===== src/design/fifo_if_pkg.sv =====
package fifo_if_pkg;

    // bus geometry
    localparam int axi_dw = 32;
    localparam int axi_aw = 6;  // byte address, word index in bits 5:2

    // register word indices
    localparam logic [3:0] reg_data   = 4'd0;  // rd pops rx, wr pushes tx
    localparam logic [3:0] reg_rx_cnt = 4'd1;  // wr clears rx
    localparam logic [3:0] reg_tx_cnt = 4'd2;  // wr clears tx
    localparam logic [3:0] reg_rxf_th = 4'd3;
    localparam logic [3:0] reg_txe_th = 4'd4;
    localparam logic [3:0] reg_ie     = 4'd8;
    localparam logic [3:0] reg_is     = 4'd9;

    // widest count any fifo reports
    localparam int cnt_w = 16;

    // word reorder kinds
    localparam int rev_none     = 0;
    localparam int rev_groups   = 1;  // group order reversed
    localparam int rev_in_group = 2;  // bits reversed inside each group

    typedef struct packed {
        logic [cnt_w-1:0] count;  // zero extended
        logic             full;
        logic             empty;
    } fifo_status_t;

    // bit 1 txe, bit 0 rxf
    typedef struct packed {
        logic txe;
        logic rxf;
    } irq_bits_t;

endpackage


===== src/design/axil_fifo_regs.sv =====
module axil_fifo_regs #(
    parameter int FIFO_AW      = 4,
    parameter int GRP_SIZE     = 8,
    parameter int TXD_REV_TYPE = fifo_if_pkg::rev_groups,
    parameter int RXD_REV_TYPE = fifo_if_pkg::rev_none
) (
    input  logic                              clk,
    input  logic                              rst,
    // aw
    input  logic [fifo_if_pkg::axi_aw-1:0]    s_axi_awaddr,
    input  logic [2:0]                        s_axi_awprot,
    input  logic                              s_axi_awvalid,
    output logic                              s_axi_awready,
    // w
    input  logic [fifo_if_pkg::axi_dw-1:0]    s_axi_wdata,
    input  logic [fifo_if_pkg::axi_dw/8-1:0]  s_axi_wstrb,
    input  logic                              s_axi_wvalid,
    output logic                              s_axi_wready,
    // b
    output logic [1:0]                        s_axi_bresp,
    output logic                              s_axi_bvalid,
    input  logic                              s_axi_bready,
    // ar
    input  logic [fifo_if_pkg::axi_aw-1:0]    s_axi_araddr,
    input  logic [2:0]                        s_axi_arprot,
    input  logic                              s_axi_arvalid,
    output logic                              s_axi_arready,
    // r
    output logic [fifo_if_pkg::axi_dw-1:0]    s_axi_rdata,
    output logic [1:0]                        s_axi_rresp,
    output logic                              s_axi_rvalid,
    input  logic                              s_axi_rready,
    // fifo side
    output logic                              tx_push,
    output logic [fifo_if_pkg::axi_dw-1:0]    tx_din,
    output logic                              tx_clr,
    output logic                              rx_pop,
    output logic                              rx_clr,
    input  logic [fifo_if_pkg::axi_dw-1:0]    rx_head,
    input  fifo_if_pkg::fifo_status_t         tx_status,
    input  fifo_if_pkg::fifo_status_t         rx_status,
    output logic                              intr
);

    localparam int dw = fifo_if_pkg::axi_dw;

    logic [3:0]             waddr;
    logic [3:0]             raddr;
    logic                   wr_hs;
    logic                   rd_hs;
    logic [FIFO_AW:0]       rxf_th;
    logic [FIFO_AW:0]       txe_th;
    logic [FIFO_AW:0]       rx_cnt;
    logic [FIFO_AW:0]       tx_cnt;
    fifo_if_pkg::irq_bits_t ie;
    fifo_if_pkg::irq_bits_t is;
    logic [dw-1:0]          rd_value;

    function automatic logic [dw-1:0] reorder(input logic [dw-1:0] word, input int rev_type);
        logic [dw-1:0] bits_rev;
        bits_rev = {<<{word}};
        case (rev_type)
            fifo_if_pkg::rev_groups:   reorder = {<<GRP_SIZE{word}};
            fifo_if_pkg::rev_in_group: reorder = {<<GRP_SIZE{bits_rev}};  // groups back in place
            default:                   reorder = word;
        endcase
    endfunction

    assign s_axi_awready = 1'b1;
    assign s_axi_bresp   = 2'b00;  // always okay
    assign s_axi_rresp   = 2'b00;

    assign wr_hs = s_axi_wvalid & s_axi_wready;
    assign rd_hs = s_axi_arvalid & s_axi_arready;
    assign raddr = s_axi_araddr[5:2];

    // write address, awready always high
    always_ff @(posedge clk) begin
        if (rst) waddr <= '0;
        else if (s_axi_awvalid) waddr <= s_axi_awaddr[5:2];
    end

    always_ff @(posedge clk) begin
        if (rst) begin
            s_axi_wready <= 1'b0;
        end else if (wr_hs) begin
            s_axi_wready <= 1'b0;
        end else if (s_axi_awvalid && !s_axi_bvalid) begin
            s_axi_wready <= 1'b1;  // address seen
        end
    end

    always_ff @(posedge clk) begin
        if (rst) s_axi_bvalid <= 1'b0;
        else if (wr_hs) s_axi_bvalid <= 1'b1;
        else if (s_axi_bready) s_axi_bvalid <= 1'b0;
    end

    // no new read address while a response is pending
    always_ff @(posedge clk) begin
        if (rst) begin
            s_axi_arready <= 1'b0;
        end else if (rd_hs) begin
            s_axi_arready <= 1'b0;
        end else if (s_axi_arvalid && !s_axi_rvalid) begin
            s_axi_arready <= 1'b1;
        end
    end

    always_ff @(posedge clk) begin
        if (rst) s_axi_rvalid <= 1'b0;
        else if (rd_hs) s_axi_rvalid <= 1'b1;
        else if (s_axi_rready) s_axi_rvalid <= 1'b0;
    end

    assign rx_cnt = rx_status.count[FIFO_AW:0];
    assign tx_cnt = tx_status.count[FIFO_AW:0];

    always_comb begin
        case (raddr)
            fifo_if_pkg::reg_data:   rd_value = reorder(rx_head, RXD_REV_TYPE);
            fifo_if_pkg::reg_rx_cnt: rd_value = dw'(rx_status.count);
            fifo_if_pkg::reg_tx_cnt: rd_value = dw'(tx_status.count);
            fifo_if_pkg::reg_rxf_th: rd_value = dw'(rxf_th);
            fifo_if_pkg::reg_txe_th: rd_value = dw'(txe_th);
            fifo_if_pkg::reg_ie:     rd_value = {{(dw-2){1'b0}}, ie};
            fifo_if_pkg::reg_is:     rd_value = {{(dw-2){1'b0}}, is};
            default:                 rd_value = '0;
        endcase
    end

    // captured at the handshake, held through rready
    always_ff @(posedge clk) begin
        if (rd_hs) s_axi_rdata <= rd_value;
    end

    assign rx_pop  = rd_hs && (raddr == fifo_if_pkg::reg_data);
    assign tx_push = wr_hs && (waddr == fifo_if_pkg::reg_data);
    assign tx_din  = reorder(s_axi_wdata, TXD_REV_TYPE);
    assign rx_clr  = wr_hs && (waddr == fifo_if_pkg::reg_rx_cnt);
    assign tx_clr  = wr_hs && (waddr == fifo_if_pkg::reg_tx_cnt);

    always_ff @(posedge clk) begin
        if (rst) begin
            rxf_th <= (FIFO_AW+1)'(1) << (FIFO_AW-1);  // half depth
            txe_th <= (FIFO_AW+1)'(1) << (FIFO_AW-1);
            ie     <= '0;
        end else if (wr_hs) begin
            case (waddr)
                fifo_if_pkg::reg_rxf_th: rxf_th <= s_axi_wdata[FIFO_AW:0];
                fifo_if_pkg::reg_txe_th: txe_th <= s_axi_wdata[FIFO_AW:0];
                fifo_if_pkg::reg_ie:     ie     <= s_axi_wdata[1:0];
                default: ;
            endcase
        end
    end

    assign is.rxf = (rx_cnt >= rxf_th) || rx_status.full;
    assign is.txe = (tx_cnt <= txe_th);

    always_ff @(posedge clk) begin
        if (rst) intr <= 1'b0;
        else intr <= |(ie & is);
    end

endmodule


===== src/design/fifo_if_top.sv =====
module fifo_if_top #(
    parameter int FIFO_AW      = 4,
    parameter int GRP_SIZE     = 8,
    parameter int TXD_REV_TYPE = fifo_if_pkg::rev_groups,
    parameter int RXD_REV_TYPE = fifo_if_pkg::rev_none
) (
    input  logic                              clk,
    input  logic                              rst,
    input  logic [fifo_if_pkg::axi_aw-1:0]    s_axi_awaddr,
    input  logic [2:0]                        s_axi_awprot,
    input  logic                              s_axi_awvalid,
    output logic                              s_axi_awready,
    input  logic [fifo_if_pkg::axi_dw-1:0]    s_axi_wdata,
    input  logic [fifo_if_pkg::axi_dw/8-1:0]  s_axi_wstrb,
    input  logic                              s_axi_wvalid,
    output logic                              s_axi_wready,
    output logic [1:0]                        s_axi_bresp,
    output logic                              s_axi_bvalid,
    input  logic                              s_axi_bready,
    input  logic [fifo_if_pkg::axi_aw-1:0]    s_axi_araddr,
    input  logic [2:0]                        s_axi_arprot,
    input  logic                              s_axi_arvalid,
    output logic                              s_axi_arready,
    output logic [fifo_if_pkg::axi_dw-1:0]    s_axi_rdata,
    output logic [1:0]                        s_axi_rresp,
    output logic                              s_axi_rvalid,
    input  logic                              s_axi_rready,
    output logic [fifo_if_pkg::axi_dw-1:0]    sink_data,
    output logic                              sink_strobe,
    input  logic                              sink_ready,
    input  logic [fifo_if_pkg::axi_dw-1:0]    source_data,
    input  logic                              source_strobe,
    output logic                              intr
);

    logic                             tx_push;
    logic                             tx_pop;
    logic                             tx_clr;
    logic [fifo_if_pkg::axi_dw-1:0]   tx_din;
    logic [fifo_if_pkg::axi_dw-1:0]   tx_head;
    fifo_if_pkg::fifo_status_t        tx_status;
    logic                             rx_push;
    logic                             rx_pop;
    logic                             rx_clr;
    logic [fifo_if_pkg::axi_dw-1:0]   rx_din;
    logic [fifo_if_pkg::axi_dw-1:0]   rx_head;
    fifo_if_pkg::fifo_status_t        rx_status;

    axil_fifo_regs #(
        .FIFO_AW      (FIFO_AW),
        .GRP_SIZE     (GRP_SIZE),
        .TXD_REV_TYPE (TXD_REV_TYPE),
        .RXD_REV_TYPE (RXD_REV_TYPE)
    ) regs_i (
        .clk, .rst,
        .s_axi_awaddr, .s_axi_awprot, .s_axi_awvalid, .s_axi_awready,
        .s_axi_wdata, .s_axi_wstrb, .s_axi_wvalid, .s_axi_wready,
        .s_axi_bresp, .s_axi_bvalid, .s_axi_bready,
        .s_axi_araddr, .s_axi_arprot, .s_axi_arvalid, .s_axi_arready,
        .s_axi_rdata, .s_axi_rresp, .s_axi_rvalid, .s_axi_rready,
        .tx_push, .tx_din, .tx_clr,
        .rx_pop, .rx_clr, .rx_head,
        .tx_status, .rx_status,
        .intr
    );

    // bus writes in, stream reads out
    sync_fifo #(.FIFO_AW(FIFO_AW), .DW(fifo_if_pkg::axi_dw)) tx_fifo (
        .clk, .rst,
        .push (tx_push), .pop (tx_pop), .clr (tx_clr),
        .din (tx_din), .head (tx_head), .status (tx_status)
    );

    // stream writes in, bus reads out
    sync_fifo #(.FIFO_AW(FIFO_AW), .DW(fifo_if_pkg::axi_dw)) rx_fifo (
        .clk, .rst,
        .push (rx_push), .pop (rx_pop), .clr (rx_clr),
        .din (rx_din), .head (rx_head), .status (rx_status)
    );

    stream_port stream_i (
        .clk, .rst,
        .tx_head, .tx_status, .tx_pop,
        .sink_ready, .sink_data, .sink_strobe,
        .source_data, .source_strobe,
        .rx_push, .rx_din
    );

endmodule


===== src/design/stream_port.sv =====
module stream_port (
    input  logic                              clk,
    input  logic                              rst,
    // tx fifo read side
    input  logic [fifo_if_pkg::axi_dw-1:0]    tx_head,
    input  fifo_if_pkg::fifo_status_t         tx_status,
    output logic                              tx_pop,
    // sink
    input  logic                              sink_ready,
    output logic [fifo_if_pkg::axi_dw-1:0]    sink_data,
    output logic                              sink_strobe,
    // source
    input  logic [fifo_if_pkg::axi_dw-1:0]    source_data,
    input  logic                              source_strobe,
    // rx fifo write side
    output logic                              rx_push,
    output logic [fifo_if_pkg::axi_dw-1:0]    rx_din
);

    // one word per cycle while the sink is ready
    assign tx_pop = sink_ready & ~tx_status.empty;

    always_ff @(posedge clk) begin
        if (rst) sink_strobe <= 1'b0;
        else sink_strobe <= tx_pop;
    end

    always_ff @(posedge clk) begin
        if (tx_pop) sink_data <= tx_head;  // held between words
    end

    // the rx fifo drops words once full
    assign rx_push = source_strobe;
    assign rx_din  = source_data;

endmodule


===== src/design/sync_fifo.sv =====
module sync_fifo #(
    parameter int FIFO_AW = 4,
    parameter int DW      = 32
) (
    input  logic                       clk,
    input  logic                       rst,
    input  logic                       push,
    input  logic                       pop,
    input  logic                       clr,
    input  logic [DW-1:0]              din,
    output logic [DW-1:0]              head,
    output fifo_if_pkg::fifo_status_t  status
);

    localparam int depth = 2 ** FIFO_AW;

    logic [DW-1:0]      mem [depth];
    logic [FIFO_AW-1:0] wr_ptr;
    logic [FIFO_AW-1:0] rd_ptr;
    logic [FIFO_AW:0]   count;   // one extra bit so depth fits
    logic               full;
    logic               empty;
    logic               do_push;
    logic               do_pop;

    assign full    = count[FIFO_AW];  // only reaches depth when full
    assign empty   = (count == '0);
    assign do_push = push & ~full;    // dropped when full
    assign do_pop  = pop & ~empty;

    always_ff @(posedge clk) begin
        if (rst || clr) begin
            wr_ptr <= '0;
            rd_ptr <= '0;
            count  <= '0;
        end else begin
            if (do_push) wr_ptr <= wr_ptr + 1'b1;
            if (do_pop)  rd_ptr <= rd_ptr + 1'b1;
            case ({do_push, do_pop})
                2'b10:   count <= count + 1'b1;
                2'b01:   count <= count - 1'b1;
                default: count <= count;  // idle or push with pop
            endcase
        end
    end

    always_ff @(posedge clk) begin
        if (do_push) mem[wr_ptr] <= din;
    end

    // first word falls through
    assign head = mem[rd_ptr];

    assign status.count = fifo_if_pkg::cnt_w'(count);
    assign status.full  = full;
    assign status.empty = empty;

endmodule


===== config.mk =====
export PLATFORM = sky130hd
export DESIGN_NAME = fifo_if_top
export DESIGN_NICKNAME = d
export VERILOG_FILES = /design/src/design/fifo_if_pkg.sv /design/src/design/axil_fifo_regs.sv /design/src/design/fifo_if_top.sv /design/src/design/stream_port.sv /design/src/design/sync_fifo.sv
export SDC_FILE = /design/constraint.sdc
export NUM_CORES = 1
export LEC_CHECK = 0
export BUFFER_PORTS_ARGS = -buffer_cell sky130_fd_sc_hd__buf_2
export CAP_MARGIN = 20
export CORE_MARGIN = 10
export CORE_UTILIZATION = 45
export DETAILED_ROUTE_END_ITERATION = 7
export HOLD_SLACK_MARGIN = 0.1
export PLACE_DENSITY = 0.72
export REMOVE_ABC_BUFFERS = 1
export SKIP_LAST_GASP = 1
export SLEW_MARGIN = 10
export SYNTH_ARGS = -nofsm -noshare
export SYNTH_HDL_FRONTEND = slang
export SYNTH_SLANG_ARGS = --single-unit

===== constraint.sdc =====
create_clock -name clk -period 5.3 [get_ports clk]
set_clock_uncertainty 0.2 [all_clocks]
set_input_delay 1.06 -clock clk [delete_from_list [all_inputs] [get_ports clk]]
set_output_delay 1.06 -clock clk [all_outputs]
set_load 0.01 [all_outputs]

# Word level (Yosys, flattened, before mapping)
# Memory sizes are Yosys's and may differ from the RTL's. A register that Yosys moved wholly into a read port is not among the register bits.
# Cells that the tools add are included.
# op_classes
add_sub_neg	8
multipliers	0
div_mod_pow	0
magnitude_cmp	2
eq_ne	15
n_shift	0
muxes	13
bitwise_logic	12
reduce_logical	25
# op_table
op	n
32-bit case mux with 7 select lines	1
5-bit case mux with 2 select lines	2
4-bit by 1-bit adder with 4-bit output (second input constant)	4
4-bit by 2-bit equality test with 1-bit output (second input constant)	4
4-bit equality test (second input constant)	3
5-bit by 1-bit adder with 5-bit output (second input constant)	2
5-bit zero test	2
5-bit by 1-bit subtractor with 5-bit output (second input constant)	2
4-bit by 1-bit equality test with 1-bit output (second input constant)	2
4-bit by 3-bit equality test with 1-bit output (second input constant)	2
4-bit zero test	2
1-bit two-way mux	8
4-bit two-way mux	2
2-bit nonzero test	4
1-bit bitwise AND	7
1-bit logical AND	6
2-bit AND reduction	3
2-bit OR reduction	3
5-bit >= comparator	1
5-bit less-or-equal comparator	1
2-bit by 1-bit equality test with 1-bit output (second input constant)	2
2-bit equality test (second input constant)	2
1-bit NOT	4
1-bit logical OR	3
other kinds (2)	3
# word_totals
ff_bits	80
latch_bits	0
mem_bits_rw	1024
rom_bits	0
word_cells	95
mem_count	2
# memory_table
memory	depth	width	rd	rd_ports_with_merged_regs	write_ports	line_no	source
rx_fifo.mem	16	32	1	1	1	sync_fifo.sv:17	logic [DW-1:0] mem [depth];
tx_fifo.mem	16	32	1	1	1	sync_fifo.sv:17	

# Depth between registers and ports, before layout
# Gate-level depths: netlist (run 1).
# logic_depth
ltp_word	6
depth_mapped	11

# Cells and area by module
# From an unflattened synthesis (run 1), not the netlist that was laid out.
# hier_totals
cells_unflattened	2014
area_unflattened_um2	44833.0
# by_module_without_submodules
mod	n_inst	cells_each	area_per_inst_um2	seq_area_each_um2
sync_fifo at tx_fifo	1	838	20324.5	15715.1
sync_fifo at rx_fifo	1	838	20322.0	15715.1
axil_fifo_regs	1	270	2939.1	1381.3
stream_port	1	68	1247.4	980.9

# Worst setup path after synthesis (run 1)
# OpenSTA, ideal clock, no wires.
# synth_path
path_type	input to register
start	input sink_ready
end	register tx_fifo.count[4]
setup_time_ps	70
arrival_time_ps	4528
required_time_ps	5030
setup_slack_ps	502
cell_stages	8
n_path_buf	0
path_cell_list	a21boi_1 > ha_1 > ha_1 > a21o_1 > a21oi_1 > xor2_1 > or3_1 > a21oi_1
# synth_via
elab_chain_len	4
elab_cells_between_ends	6
cone_classes	2 x eq/ne; 1 x mux; 2 x bitwise; 1 x reduce/logical
# synth_lines
item	line_no	source
start, declared	fifo_if_top.sv:30	input logic sink_ready,
1-bit bitwise AND (*)	stream_port.sv:21	assign tx_pop = sink_ready & ~tx_status.empty;
1-bit bitwise AND (*)	sync_fifo.sv:29	assign do_pop = pop & ~empty;
2-bit by 1-bit equality test with 1-bit output or 2-bit equality test (tied branches)	sync_fifo.sv:39	case ({do_push, do_pop})
5-bit case mux with 2 select lines or 2-bit nonzero test (tied branches)	--	
end signal, assigned	sync_fifo.sv:40	2'b10: count <= count + 1'b1;
end signal, assigned	sync_fifo.sv:41	2'b01: count <= count - 1'b1;
end signal, assigned	sync_fifo.sv:42	default: count <= count;
end, declared	sync_fifo.sv:20	logic [FIFO_AW:0] count;
# Every way passes the cells marked *; elsewhere a longest branch is shown, timed or not.
# A chain may end at the register's enable or synchronous reset.

# Worst setup path after layout (run 1)
# layout_path
start	input s_axi_araddr[2] in the netlist's numbering
end	register rx_fifo.count[4]
# layout_via
elab_chain_len	5
elab_cells_between_ends	7
cone_classes	2 x eq/ne; 1 x mux; 1 x bitwise; 3 x reduce/logical
# layout_lines
item	line_no	source
start, declared	fifo_if_top.sv:20	input logic [fifo_if_pkg::axi_aw-1:0] s_axi_araddr,
4-bit zero test (*)	axil_fifo_regs.sv:137	assign rx_pop = rd_hs && (raddr == fifo_if_pkg::reg_data);
1-bit logical AND (*)	axil_fifo_regs.sv:137	
1-bit bitwise AND (*)	sync_fifo.sv:29	
via rx_fifo.do_pop	sync_fifo.sv:24	logic do_pop;
2-bit by 1-bit equality test with 1-bit output or 2-bit equality test (tied branches)	sync_fifo.sv:39	
5-bit case mux with 2 select lines or 2-bit nonzero test (tied branches)	--	
end signal, assigned	sync_fifo.sv:40	
end signal, assigned	sync_fifo.sv:41	
end signal, assigned	sync_fifo.sv:42	
end, declared	sync_fifo.sv:20	
# The timed path passes the listed nets; every way through them passes the cells marked *.

==> out/results.txt, run 1 <==
The run finished with clean final reports. Leaving out fill and tap cells, the most frequent cells in the layout are sky130_fd_sc_hd__edfxtp_1 (1,088), sky130_fd_sc_hd__mux4_2 (249), sky130_fd_sc_hd__buf_2 (150). For the number of violations of the max-capacitance limit, the log shows 0.

Clock-pin slew was measured on the worst setup and hold paths at 60 ps. Synthesis inferred 1,140 register bits. In this run the power density over the cells is 389.7 mW/mm^2. In the final routed layout, each cell accounts on average for 26.30 um. For this run, the number of Yosys warnings is 0. The number of gates resized after CTS was 0. The detailed-route vias per instance was 5.783; the DRC violation total after the first TritonRoute iteration was 2,174.

The starting density of the core was 0.4547; the total DRC errors in the routed layout was 0. The maximum fanout along the worst path works out to 14. The critical path in this run is classified as in -> reg. In this run the standard cell core region covers 0.09699 mm^2. The final hold violation count is 0. Buffers added to address setup during post-CTS repair amount to 0. Relative to the synthesized area, the layout overhead comes to 13.74%.

The number of placed instances, taps included, is 3,461. The share of the clock period used by the worst path is 0.6772. In this run the cell area of the synthesized design comes to 0.04410 mm^2. The post-route total power is 19,550 uW. The run gives 0 as the remaining antenna violation count after routing.

The worst path required time is 5700 ps, and the sum of negative setup slack is 0 ps. The die covers 0.1109 mm^2. The H-tree was split into 3 levels. Setup violations remaining at the end of the flow were counted as 0. In this design, the stage delay of the slowest critical-path cell is 580 ps. Maximum root-to-sink buffer count: 3. Static timing analysis puts the maximum clock frequency at 0.2786 GHz. From left edge to right edge, the die measures 333.1 um. The congestion estimate from routability-driven global placement came to 0.7788.

Critical path's top delay family: simple AND/OR/NAND/NOR gates. Detailed placement finished with a half-perimeter wire length of 55,080 um. The tools report the number of global-route vias before repair as 22,340. The leakage power of the design is 0.01565 uW.

The total global routing track utilization came out at 0.1719. IR analysis of the VDD net gives a maximum drop of 0.0003402 V. The minimum clock period is 3589 ps. The clock root buffer was sky130_fd_sc_hd__clkbuf_16.

For the count of final max-slew check failures, the log shows 0. Averaged over all synthesized cells, the footprint is 21.16 um^2. The die is 333.1 um tall. The later pin in the worst-skew pair is clocked with a latency of 690 ps.

The slew at the pin closest to its max-slew limit works out to 1144 ps. The run gives 0 as the post-cts hold buffer count. In this run the worst hold path is classified as reg -> reg.

The number of clock buffers added by TritonCTS is 110. Count of port buffers added during placement: 150. Normalized max-slew margin: 0.2376. The count of cells in the finished layout, fillers not included, comes to 3,680. TritonCTS built the clock tree.

Before antenna repair, the detailed router went through 5 iterations. The CTS sink count is 1,140. The most common cell after layout, fill and taps aside is sky130_fd_sc_hd__edfxtp_1. Proportion of synthesized flip-flops having asynchronous set or reset: 0. The endpoint type of the worst setup path is a register.

The cell type of the slowest stage on the worst timing path was sky130_fd_sc_hd__or4_4. The element type at the critical path start is a primary input. The final route contains 21,280 vias. The run gives 3990 ps as the data arrival time of the worst path. Among all flip-flop cells after synthesis, the most frequent one is sky130_fd_sc_hd__edfxtp_1. Walking the worst path, the cells encountered are buf_2 -> or4_4 -> a211oi_4 -> ha_1 -> inv_1 -> fa_1 -> nor2b_1 -> o21ai_1 -> and3_1 -> or4_1 -> a21oi_1. The sum of buffers and inverters on the critical path is 2, and the number of enable-type register cells in the synthesized netlist is 1,088.

The routed design has 96,800 um of wire. After floorplanning, the core was divided into 114 placement rows. Entering global routing, the biggest net connects 81 pins. For this run the aggregate overflow at the end of global routing stands at 0.

The number of antenna violations at the first check in global routing was 23; the register area share after synthesis was 0.7644. For this design the top-level I/O count stands at 170. The run gives 2,424 as the number of nets in the final layout. Setup repair after global routing left no endpoint under its margin. Synthesis handed over a netlist of 2,084 instances.

Yosys mapped the design onto 61 distinct sky130hd cell types. The first global-routing pass estimated 144,100 um of wire. The share of layout cells above drive strength 1 is 0.2975.
==> worst reg2reg max path, cell delays in order, from the launching register on <==
cell,delay [ps]
sky130_fd_sc_hd__dfxtp_1,350
sky130_fd_sc_hd__and4bb_1,420
sky130_fd_sc_hd__nor4b_4,570
sky130_fd_sc_hd__inv_2,130
sky130_fd_sc_hd__ha_1,330
sky130_fd_sc_hd__fa_1,440
sky130_fd_sc_hd__a21o_1,190
sky130_fd_sc_hd__a21oi_1,160
sky130_fd_sc_hd__xor2_1,100
sky130_fd_sc_hd__or3_1,310
sky130_fd_sc_hd__a21oi_1,140
==> cells in the mapped netlist (2+ instances only) <==
library cell | number | area share
sky130_fd_sc_hd__a2111oi_0 | 20 | 0.0040
sky130_fd_sc_hd__a211o_1 | 2 | 0.00040
sky130_fd_sc_hd__a21o_1 | 3 | 0.00051
sky130_fd_sc_hd__a21oi_1 | 21 | 0.0024
sky130_fd_sc_hd__a221oi_1 | 3 | 0.00060
sky130_fd_sc_hd__a22oi_1 | 5 | 0.00085
sky130_fd_sc_hd__a32oi_1 | 5 | 0.00099
sky130_fd_sc_hd__and2_1 | 28 | 0.0040
sky130_fd_sc_hd__and3_1 | 2 | 0.00028
sky130_fd_sc_hd__and4_1 | 4 | 0.00079
sky130_fd_sc_hd__buf_1 | 13 | 0.0011
sky130_fd_sc_hd__buf_2 | 27 | 0.0031
sky130_fd_sc_hd__buf_4 | 7 | 0.0012
sky130_fd_sc_hd__buf_6 | 11 | 0.0028
sky130_fd_sc_hd__clkbuf_1 | 52 | 0.0044
sky130_fd_sc_hd__conb_1 | 2 | 0.00017
sky130_fd_sc_hd__dfxtp_1 | 52 | 0.024
sky130_fd_sc_hd__edfxtp_1 | 1088 | 0.74
sky130_fd_sc_hd__fa_1 | 2 | 0.00091
sky130_fd_sc_hd__ha_1 | 28 | 0.0079
sky130_fd_sc_hd__inv_1 | 24 | 0.0020
sky130_fd_sc_hd__mux2_1 | 2 | 0.00051
sky130_fd_sc_hd__mux2_2 | 34 | 0.0087
sky130_fd_sc_hd__mux2i_1 | 98 | 0.022
sky130_fd_sc_hd__mux4_2 | 249 | 0.13
sky130_fd_sc_hd__nand2_1 | 37 | 0.0031
sky130_fd_sc_hd__nand2b_1 | 7 | 0.00099
sky130_fd_sc_hd__nand3_1 | 11 | 0.0012
sky130_fd_sc_hd__nand3b_1 | 2 | 0.00034
sky130_fd_sc_hd__nand4_1 | 5 | 0.00071
sky130_fd_sc_hd__nor2_1 | 87 | 0.0074
sky130_fd_sc_hd__nor2b_1 | 25 | 0.0035
sky130_fd_sc_hd__nor3_1 | 7 | 0.00079
sky130_fd_sc_hd__nor3b_1 | 2 | 0.00034
sky130_fd_sc_hd__nor4_1 | 3 | 0.00043
sky130_fd_sc_hd__o211ai_1 | 16 | 0.0027
sky130_fd_sc_hd__o21ai_0 | 6 | 0.00068
sky130_fd_sc_hd__o21ai_1 | 23 | 0.0026
sky130_fd_sc_hd__o21bai_1 | 2 | 0.00034
sky130_fd_sc_hd__o221ai_1 | 4 | 0.00079
sky130_fd_sc_hd__o22ai_1 | 13 | 0.0018
sky130_fd_sc_hd__o32ai_1 | 17 | 0.0034
sky130_fd_sc_hd__xnor2_1 | 7 | 0.0014
sky130_fd_sc_hd__xor2_1 | 11 | 0.0022
==> path summary, 6_finish.rpt <==
check                                          from                   to  slack (ps)  cells past startpoint
worst max-delay path                s_axi_araddr[2]     rx_fifo.count[4]        1710                     11
worst min-delay path            regs_i.s_axi_bvalid  regs_i.s_axi_bvalid         300                      2
worst min register to register  regs_i.s_axi_bvalid  regs_i.s_axi_bvalid         300                      2
worst max register to register      regs_i.waddr[3]     tx_fifo.count[4]        1900                     10
==> power by group <==
group | internal [uW] | switching [uW]
logic | 804 | 795
clock network | 4440 | 3320
registers | 10100 | 135
total | 15300 | 4250
==> sequential cells by signal, indices dropped and copies added (netlist names), 5 cells and up, named ones only <==
signal and count:
regs_i.rxf_th 5, regs_i.s_axi_rdata 32, regs_i.txe_th 5, rx_fifo.count 5
rx_fifo.mem 512, stream_i.sink_data 32, tx_fifo.count 5, tx_fifo.mem 512
==> metal layers <==
| metal | track usage | vias up | wire length, um |
|---|---|---|---|
| li1 | - | 9081 | - |
| met1 | 0.2164 | 11100 | 36920 |
| met2 | 0.2879 | 864 | 48870 |
| met3 | 0.04697 | 206 | 8417 |
| met4 | 0.05511 | 30 | 2427 |
| met5 | 0 | - | 171 |
==> cell type report <==
cell class / count / area, um^2
clock buffers: 137 / 2937
inverters: 26 / 97.59
flip-flops and latches: 1140 / 33730
fillers: 7417 / 46830
multi-input cells: 810 / 9799
repair buffers: 211 / 1299
clock inverters: 73 / 680.7
well taps: 1276 / 1597
diodes: 7 / 17.52
==> through the flow <==
stage / utilization / cell area [um^2] / worst slack [ps] / hold WS [ps]
6_report: 0.5172 / 50160 / 1711 / 299.2
5_1_grt: 0.5170 / 50150 / 1580 / 326.1
4_1_cts: 0.5164 / 50090 / 1769 / 302.7
3_5_place_dp: 0.4792 / 46470 / 1075 / 293.5
3_3_place_gp: 0.4789 / 46450 / 1104 / 274.4
2_1_floorplan: - / 43550 / -2953 / 258.2
==> cells by family after synthesis <==
kind of cell	Yosys count	share of synthesized area
compound gates	147	0.02363
xor+xnor	18	0.003575
fa+ha+maj	30	0.008852
buf+inv	137	0.01492
flops	1140	0.7644
mux	383	0.1586
other cells	2	0.0001703
simple gates	227	0.02582
Note: power is estimated with default switching activity, not from simulation.
==> run 2, diff against run 1 <==
--- a/config.mk
+++ b/config.mk
@@ -11,7 +11,7 @@
 export CORE_UTILIZATION = 45
 export DETAILED_ROUTE_END_ITERATION = 7
 export HOLD_SLACK_MARGIN = 0.1
-export PLACE_DENSITY = 0.72
+export PLACE_DENSITY = 0.74
 export REMOVE_ABC_BUFFERS = 1
 export SKIP_LAST_GASP = 1
 export SLEW_MARGIN = 10
==> constraint.sdc (replaced) <==
create_clock -name clk -period 2.9 [get_ports clk]
set_clock_uncertainty 0.2 [all_clocks]
set_input_delay 0.58 -clock clk [delete_from_list [all_inputs] [get_ports clk]]
set_output_delay 0.58 -clock clk [all_outputs]
set_load 0.01 [all_outputs]
==> out/results.txt, run 2 (synthesis results as in run 1) <==
The run gives 23,060 (+3.2%) as the number of global-route vias before repair. In the layout the commonest cells are sky130_fd_sc_hd__edfxtp_1 (1,088), sky130_fd_sc_hd__mux4_2 (249), sky130_fd_sc_hd__buf_2 (150). The routed length per instance came out at 26.07 um (-0.89%).

Relative to the synthesized area, the layout overhead comes to 18.09%. Post-place setup slack: -636.2 ps (-1711 ps). The total global routing track utilization was 0.1773 (+0.005437); the normalized max-slew margin was 0.4351 (+0.1975). The detailed-route vias per instance is 5.739 (-0.77%), and the minimum clock period is 2865 ps.

Die outline area: 0.1109 mm^2 (unchanged). The class of the worst hold path is in -> reg. The starting density of the core is 0.4547 (unchanged). The critical path goes through buf_2 -> or4_4 -> a211oi_4 -> ha_1 -> inv_1 -> fa_1 -> nor2b_2 -> o21ai_2 -> and3_1 -> or4_1 -> a21oi_1. TritonCTS built the clock tree. The HPWL reported at the end of detailed placement was 58,660 um (+6.5%); the clock latency at the later pin of the worst-skew pair was 690 ps (about the same).

For the number of antenna violations at the first check in global routing, the log shows 8 (-65%). The number of top-level pins came out at 170 (unchanged). The run gives 3270 ps (-720 ps) as the data arrival time of the worst path. The logs give 60 ps (-1840 ps) for the setup slack of the worst register-to-register path and 0 (unchanged) for the final global-route overflow total. The count of final max-slew check failures was 0 (unchanged); the H-tree level count was 3 (unchanged).

The cell type of the slowest stage on the worst timing path is sky130_fd_sc_hd__or4_4. The ratio of total power to cell area is 693.6 mW/mm^2 (+78%), and the height of the die is 333.1 um (unchanged). The run gives 114 (unchanged) as the number of core rows.

The number of setup violations in the final report came out at 0 (unchanged). The share of the clock period used by the worst path works out to 0.9878. For the wire length reported by the detailed router, the log shows 99,660 um (+3.0%). The tightest hold margin is 153.1 ps (-146.1 ps). Upper clock frequency limit: 0.3491 GHz. The TritonCTS buffer count was 109 (-0.91%). The worst setup path is captured at a register. The count of port buffers added during placement was 150 (unchanged).

The run gives 57 (-30%) as the maximum number of pins on one net before global-route repair. The total DRC errors in the routed layout was 0 (unchanged); the sum of buffers and inverters on the critical path was 2 (unchanged). For the worst path required time, the log shows 3310 ps (-2390 ps).

Broken down by cell family, the worst path's largest delay share belongs to simple AND/OR/NAND/NOR gates. The wire length of the first global-routing pass was 149,100 um (+3.4%). The run gives 2,186 (+0.55%) as the DRC violation total after the first TritonRoute iteration. Final hold violation count: 0 (unchanged). The logs give 35.39 ps (-1675 ps) for the worst-case setup margin in the final layout and 0 (unchanged) for the number of violations of the max-capacitance limit. The total of fill cells in the finished design was 7,261 (-2.1%). Setup repair after global routing could not meet its margin everywhere. The delay of the slowest cell on the worst path was 600 ps (+20 ps). The count of TritonRoute iterations in the first routing pass is 5 (unchanged). STA classifies the critical path startpoint as a primary input. Clock slew at the register clock pins of the worst setup and hold paths: 60 ps (about the same). Kind of critical path: in -> reg. The logs give 0.09699 mm^2 (unchanged) for the placeable core region and 0.8173 (+4.9%) for the routability congestion estimate from global placement.

The share of layout cells above drive strength 1 is 0.3072 (+0.009783). The CTS sink count came out at 1,140 (unchanged). The run gives 2,577 (+6.3%) as the number of nets in the final layout.

The number of buffers inserted by post-CTS setup repair is 0 (unchanged). The maximum fanout along the worst path was 3 (-11). The slew at the pin closest to its max-slew limit came out at 826.0 ps (-317.6 ps).

The tree is rooted in a sky130_fd_sc_hd__clkbuf_16. The logs give 0.0006578 V (+93%) for the peak supply drop and 3 (unchanged) for the maximum root-to-sink buffer count. Most common cell after layout, fill and taps aside: sky130_fd_sc_hd__edfxtp_1. For the total vias in the final route, the log shows 21,940 (+3.1%). The flow ran to the end, and the final reports show no timing, DRC or antenna violations. In the final layout, the registers with the most flip-flops are rx_fifo.mem x512, tx_fifo.mem x512.

The leakage power of the design is 0.01647 uW (+5.2%). The remaining antenna violation count after routing is 0 (unchanged), and the x dimension of the die is 333.1 um (unchanged).
[run 2: final cells by class]
type | instances | area [um^2] | area share
Antenna cell | 5 | 12.51 | 0.0002403
Multi-Input combinational cell | 810 | 9807 | 0.1883
Sequential cell | 1140 | 33730 | 0.6478
Timing Repair Buffer | 365 | 3221 | 0.06184
Clock buffer | 131 | 2874 | 0.05519
Inverter | 26 | 97.59 | 0.001874
Clock inverter | 70 | 735.7 | 0.01413
Tap cell | 1276 | 1597 | 0.03066
[run 2: worst reg2reg max path, cell delays in order, from the launching register on]
cell and delay, ps:
sky130_fd_sc_hd__dfxtp_1 310, sky130_fd_sc_hd__nor4_1 260, sky130_fd_sc_hd__buf_4 160, sky130_fd_sc_hd__a211oi_4 60, sky130_fd_sc_hd__ha_1 230, sky130_fd_sc_hd__buf_4 150
sky130_fd_sc_hd__ha_1 290, sky130_fd_sc_hd__nor2b_2 170, sky130_fd_sc_hd__o21ai_2 140, sky130_fd_sc_hd__a21oi_1 110, sky130_fd_sc_hd__or4_1 510, sky130_fd_sc_hd__a21oi_1 180
[run 2: timing repair]
item	CTS	global route
gates resized for setup	0	5
hold buffers	72	0
setup endpoints to repair	0	2
hold endpoints to repair	1002	0
[run 2: worst paths after layout]
kind | from | endpoint | cells after the start
hold reg to reg | regs_i.s_axi_rvalid | regs_i.s_axi_rvalid | 2
setup reg to reg | rx_fifo.count[1] | rx_fifo.count[4] | 11
hold / removal | s_axi_wdata[4] | tx_fifo.mem[0][28] | 1
setup / recovery | s_axi_araddr[3] | rx_fifo.count[4] | 11
[run 2: per-layer routing]
metal / global-route usage / vias up / wire length (um)
met5: 0 / - / 26
met4: 0.05464 / 6 / 2566
met3: 0.03845 / 169 / 7588
met2: 0.3032 / 914 / 51110
met1: 0.2254 / 11480 / 38370
li1: - / 9368 / -
[run 2: per-stage QoR]
| stage | total power [uW] | setup TNS [ps] | util | std cells | instance area, um^2 |
|---|---|---|---|---|---|
| 3_3_place_gp | 22090 | -766.2 | 0.4920 | 3545 | 47720 |
| 2_1_floorplan | 20630 | -336700 | - | 1976 | 43550 |
| 4_1_cts | 36440 | 0 | 0.5367 | 3818 | 52050 |
| 6_report | 36120 | 0 | 0.5369 | 3823 | 52080 |
| 3_5_place_dp | 22190 | -1044 | 0.4920 | 3545 | 47720 |
| 5_1_grt | 37290 | -38.71 | 0.5368 | 3819 | 52070 |
[run 2: power by group]
part | internal (uW) | switching (uW)
combinational | 1690 | 1660
sequential | 18400 | 146
clock | 8370 | 5870
==> run 3, diff against run 2 <==
--- a/config.mk
+++ b/config.mk
@@ -11,7 +11,7 @@
 export CORE_UTILIZATION = 45
 export DETAILED_ROUTE_END_ITERATION = 7
 export HOLD_SLACK_MARGIN = 0.1
-export PLACE_DENSITY = 0.74
+export PLACE_DENSITY = 0.72
 export REMOVE_ABC_BUFFERS = 1
 export SKIP_LAST_GASP = 1
 export SLEW_MARGIN = 10
==> constraint.sdc (replaced) <==
create_clock -name clk -period 3.18 [get_ports clk]
set_clock_uncertainty 0.2 [all_clocks]
set_input_delay 0.636 -clock clk [delete_from_list [all_inputs] [get_ports clk]]
set_output_delay 0.636 -clock clk [all_outputs]
set_load 0.01 [all_outputs]
==> out/results.txt, run 3 (synthesis results as in run 1) <==
The number of violations of the max-capacitance limit came out at 0 (unchanged). The run gives 68 (+19%) as the maximum number of pins on one net before global-route repair. The placement-stage cell area is 0.04729 mm^2 (-0.91%). For the combinational cell fraction of total power, the log shows 0.088 (-0.005). The clock latency at the later pin of the worst-skew pair is 690 ps (about the same). X dimension of the die: 333.1 um (unchanged).

Normalized max-slew margin: 0.5256 (+0.09052). TritonCTS built the clock tree. The total vias in the final route is 21,490 (-2.0%).

The peak supply drop was 0.0004548 V (-31%); the proportion of power drawn by the clock network was 0.392 (-0.002). The share of the clock period used by the worst path was 0.9624. The number of antenna violations at the first check in global routing is 6 (-2), and the H-tree level count is 3 (unchanged).

Kind of critical path: in -> reg. The data arrival time of the worst path was 3480 ps (+210 ps); the wire length reported by the detailed router was 97,350 um (-2.3%). The run gives 2,125 (-2.8%) as the DRC violation total after the first TritonRoute iteration.

The minimum clock period was 3060 ps. Relative to the synthesized area, the layout overhead comes to 16.61%. The share of layout cells above drive strength 1 is 0.2979 (-0.009332), and the upper clock frequency limit is 0.3267 GHz. The remaining antenna violation count after routing is 0 (unchanged). The logs give 0.09699 mm^2 (unchanged) for the placeable core region and 114 (unchanged) for the number of core rows. Setup repair after global routing could not meet its margin everywhere. The height of the die is 333.1 um (unchanged). The run gives 170 (unchanged) as the number of top-level pins. The min-delay analysis places its worst path in the category in -> reg. For the final hold violation count, the log shows 0 (unchanged). In the layout the commonest cells are sky130_fd_sc_hd__edfxtp_1 (1,088), sky130_fd_sc_hd__mux4_2 (249), sky130_fd_sc_hd__buf_2 (150). The number of setup violations in the final report is 0 (unchanged). Slew at the pin closest to its max-slew limit: 711.5 ps (-114.4 ps).

The internal power component is 25,570 uW (-10%), and the switching part of the total power is 0.2153 (+0.002940). The die outline area is 0.1109 mm^2 (unchanged), and the wire length of the first global-routing pass is 146,500 um (-1.7%). The TritonCTS buffer count was 109 (unchanged).

Count of port buffers added during placement: 150 (unchanged). The proportion of power drawn by flip-flops and latches is 0.521 (+0.008). The HPWL reported at the end of detailed placement was 57,270 um (-2.4%). The maximum root-to-sink buffer count was 3 (unchanged); the routed length per instance was 25.86 um (-0.79%). In the final layout, the registers with the most flip-flops are rx_fifo.mem x512, tx_fifo.mem x512. The routability congestion estimate from global placement came out at 0.8321 (+1.8%).

The worst path required time came out at 3600 ps (+290 ps). The finished layout cell area was 0.05143 mm^2 (-1.3%); the number of global-route vias before repair was 22,800 (-1.1%). Clock slew at the register clock pins of the worst setup and hold paths: 60 ps (about the same).

The run finished with clean final reports. Net switching power figure: 7017 uW (-8.5%). The tools report the total global routing track utilization as 0.1731 (-0.004226). STA classifies the critical path endpoint as a register. Post-route core utilization: 0.5302 (-0.006721).

For the number of nets in the final layout, the log shows 2,518 (-2.3%). Starting density of the core: 0.4547 (unchanged). The tools report the clock root buffer as sky130_fd_sc_hd__clkbuf_16. The count of final max-slew check failures was 0 (unchanged).

The tools report the element type at the critical path start as a primary input. CTS sink count: 1,140 (unchanged). Leaving out fill and tap cells, the most frequent cell in the layout is sky130_fd_sc_hd__edfxtp_1.

Total DRC errors in the routed layout: 0 (unchanged). The ratio of total power to cell area came out at 633.6 mW/mm^2 (-8.6%). The leakage power of the design was 0.01614 uW (-2.0%); the final global-route overflow total was 0 (unchanged). The run gives 7,275 (+0.19%) as the total of fill cells in the finished design. The tightest hold margin was 133.8 ps (-19.35 ps). The detailed-route vias per instance was 5.710 (-0.51%); the count of TritonRoute iterations in the first routing pass was 5 (unchanged).

The maximum fanout along the worst path is 3 (unchanged).
-- run 3: area by class of cell --
class | instances | area (um^2) | area share
inverters | 26 | 97.59 | 0.001898
diodes | 4 | 10.01 | 0.0001946
well taps | 1276 | 1597 | 0.03105
flip-flops and latches | 1140 | 33730 | 0.6560
clock inverters | 67 | 640.6 | 0.01246
repair buffers | 306 | 2658 | 0.05168
clock buffers | 135 | 2889 | 0.05618
multi-input cells | 810 | 9801 | 0.1906
-- run 3: final timing paths --
kind,startpoint,cells after the start,endpoint,slack [ps]
hold reg to reg,regs_i.ie[1],2,regs_i.ie[1],310
setup reg to reg,rx_fifo.count[1],10,rx_fifo.count[4],160
setup / recovery,s_axi_arvalid,12,rx_fifo.count[4],120
hold / removal,s_axi_awvalid,3,regs_i.waddr[0],130
-- run 3: timing repair --
action | in CTS | in global routing
resized for setup | 0 | 3
hold endpoints to repair | 678 | 0
hold buffers | 59 | 0
setup buffers | 0 | 0
setup endpoints to repair | 0 | 2
-- run 3: critical path, stage by stage --
cell and delay, ps:
sky130_fd_sc_hd__dlygate4sd3_1 520, sky130_fd_sc_hd__buf_2 120, sky130_fd_sc_hd__nand2_2 160, sky130_fd_sc_hd__a211oi_4 290
sky130_fd_sc_hd__ha_1 220, sky130_fd_sc_hd__inv_1 90, sky130_fd_sc_hd__fa_1 390, sky130_fd_sc_hd__nor2b_1 180
sky130_fd_sc_hd__o21ai_1 100, sky130_fd_sc_hd__and3_1 200, sky130_fd_sc_hd__or4_1 400, sky130_fd_sc_hd__a21oi_1 160
-- run 3: routing by layer --
| metal | share of wire | up-vias | GRT usage |
|---|---|---|---|
| met3 | 0.074 | 166 | 0.03879 |
| met1 | 0.39 | 11250 | 0.2195 |
| met4 | 0.022 | 6 | 0.04513 |
| met2 | 0.51 | 830 | 0.2994 |
| met5 | 0.00035 | - | 0 |
| li1 | - | 9236 | - |
-- run 3: metrics by stage --
step	power, uW	std cells	setup slack (ps)	setup TNS, ps
3_5_place_dp	20120	3499	-366.3	-406.7
2_1_floorplan	18930	1976	-5073	-292280
6_report	32590	3764	119.5	0
4_1_cts	32860	3760	99.70	0
3_3_place_gp	20040	3499	-363.5	-363.5
5_1_grt	33670	3761	-22.96	-22.96
-- run 3: power groups by stage --
stage | registers, uW | clock network (uW) | logic [uW]
after floorplan | 17500 | 0 | 1430
after global placement | 17300 | 0 | 2760
after detailed placement | 17300 | 0 | 2840
after CTS | 17000 | 13000 | 2920
after global routing | 17000 | 13600 | 3090
final | 17000 | 12800 | 2850
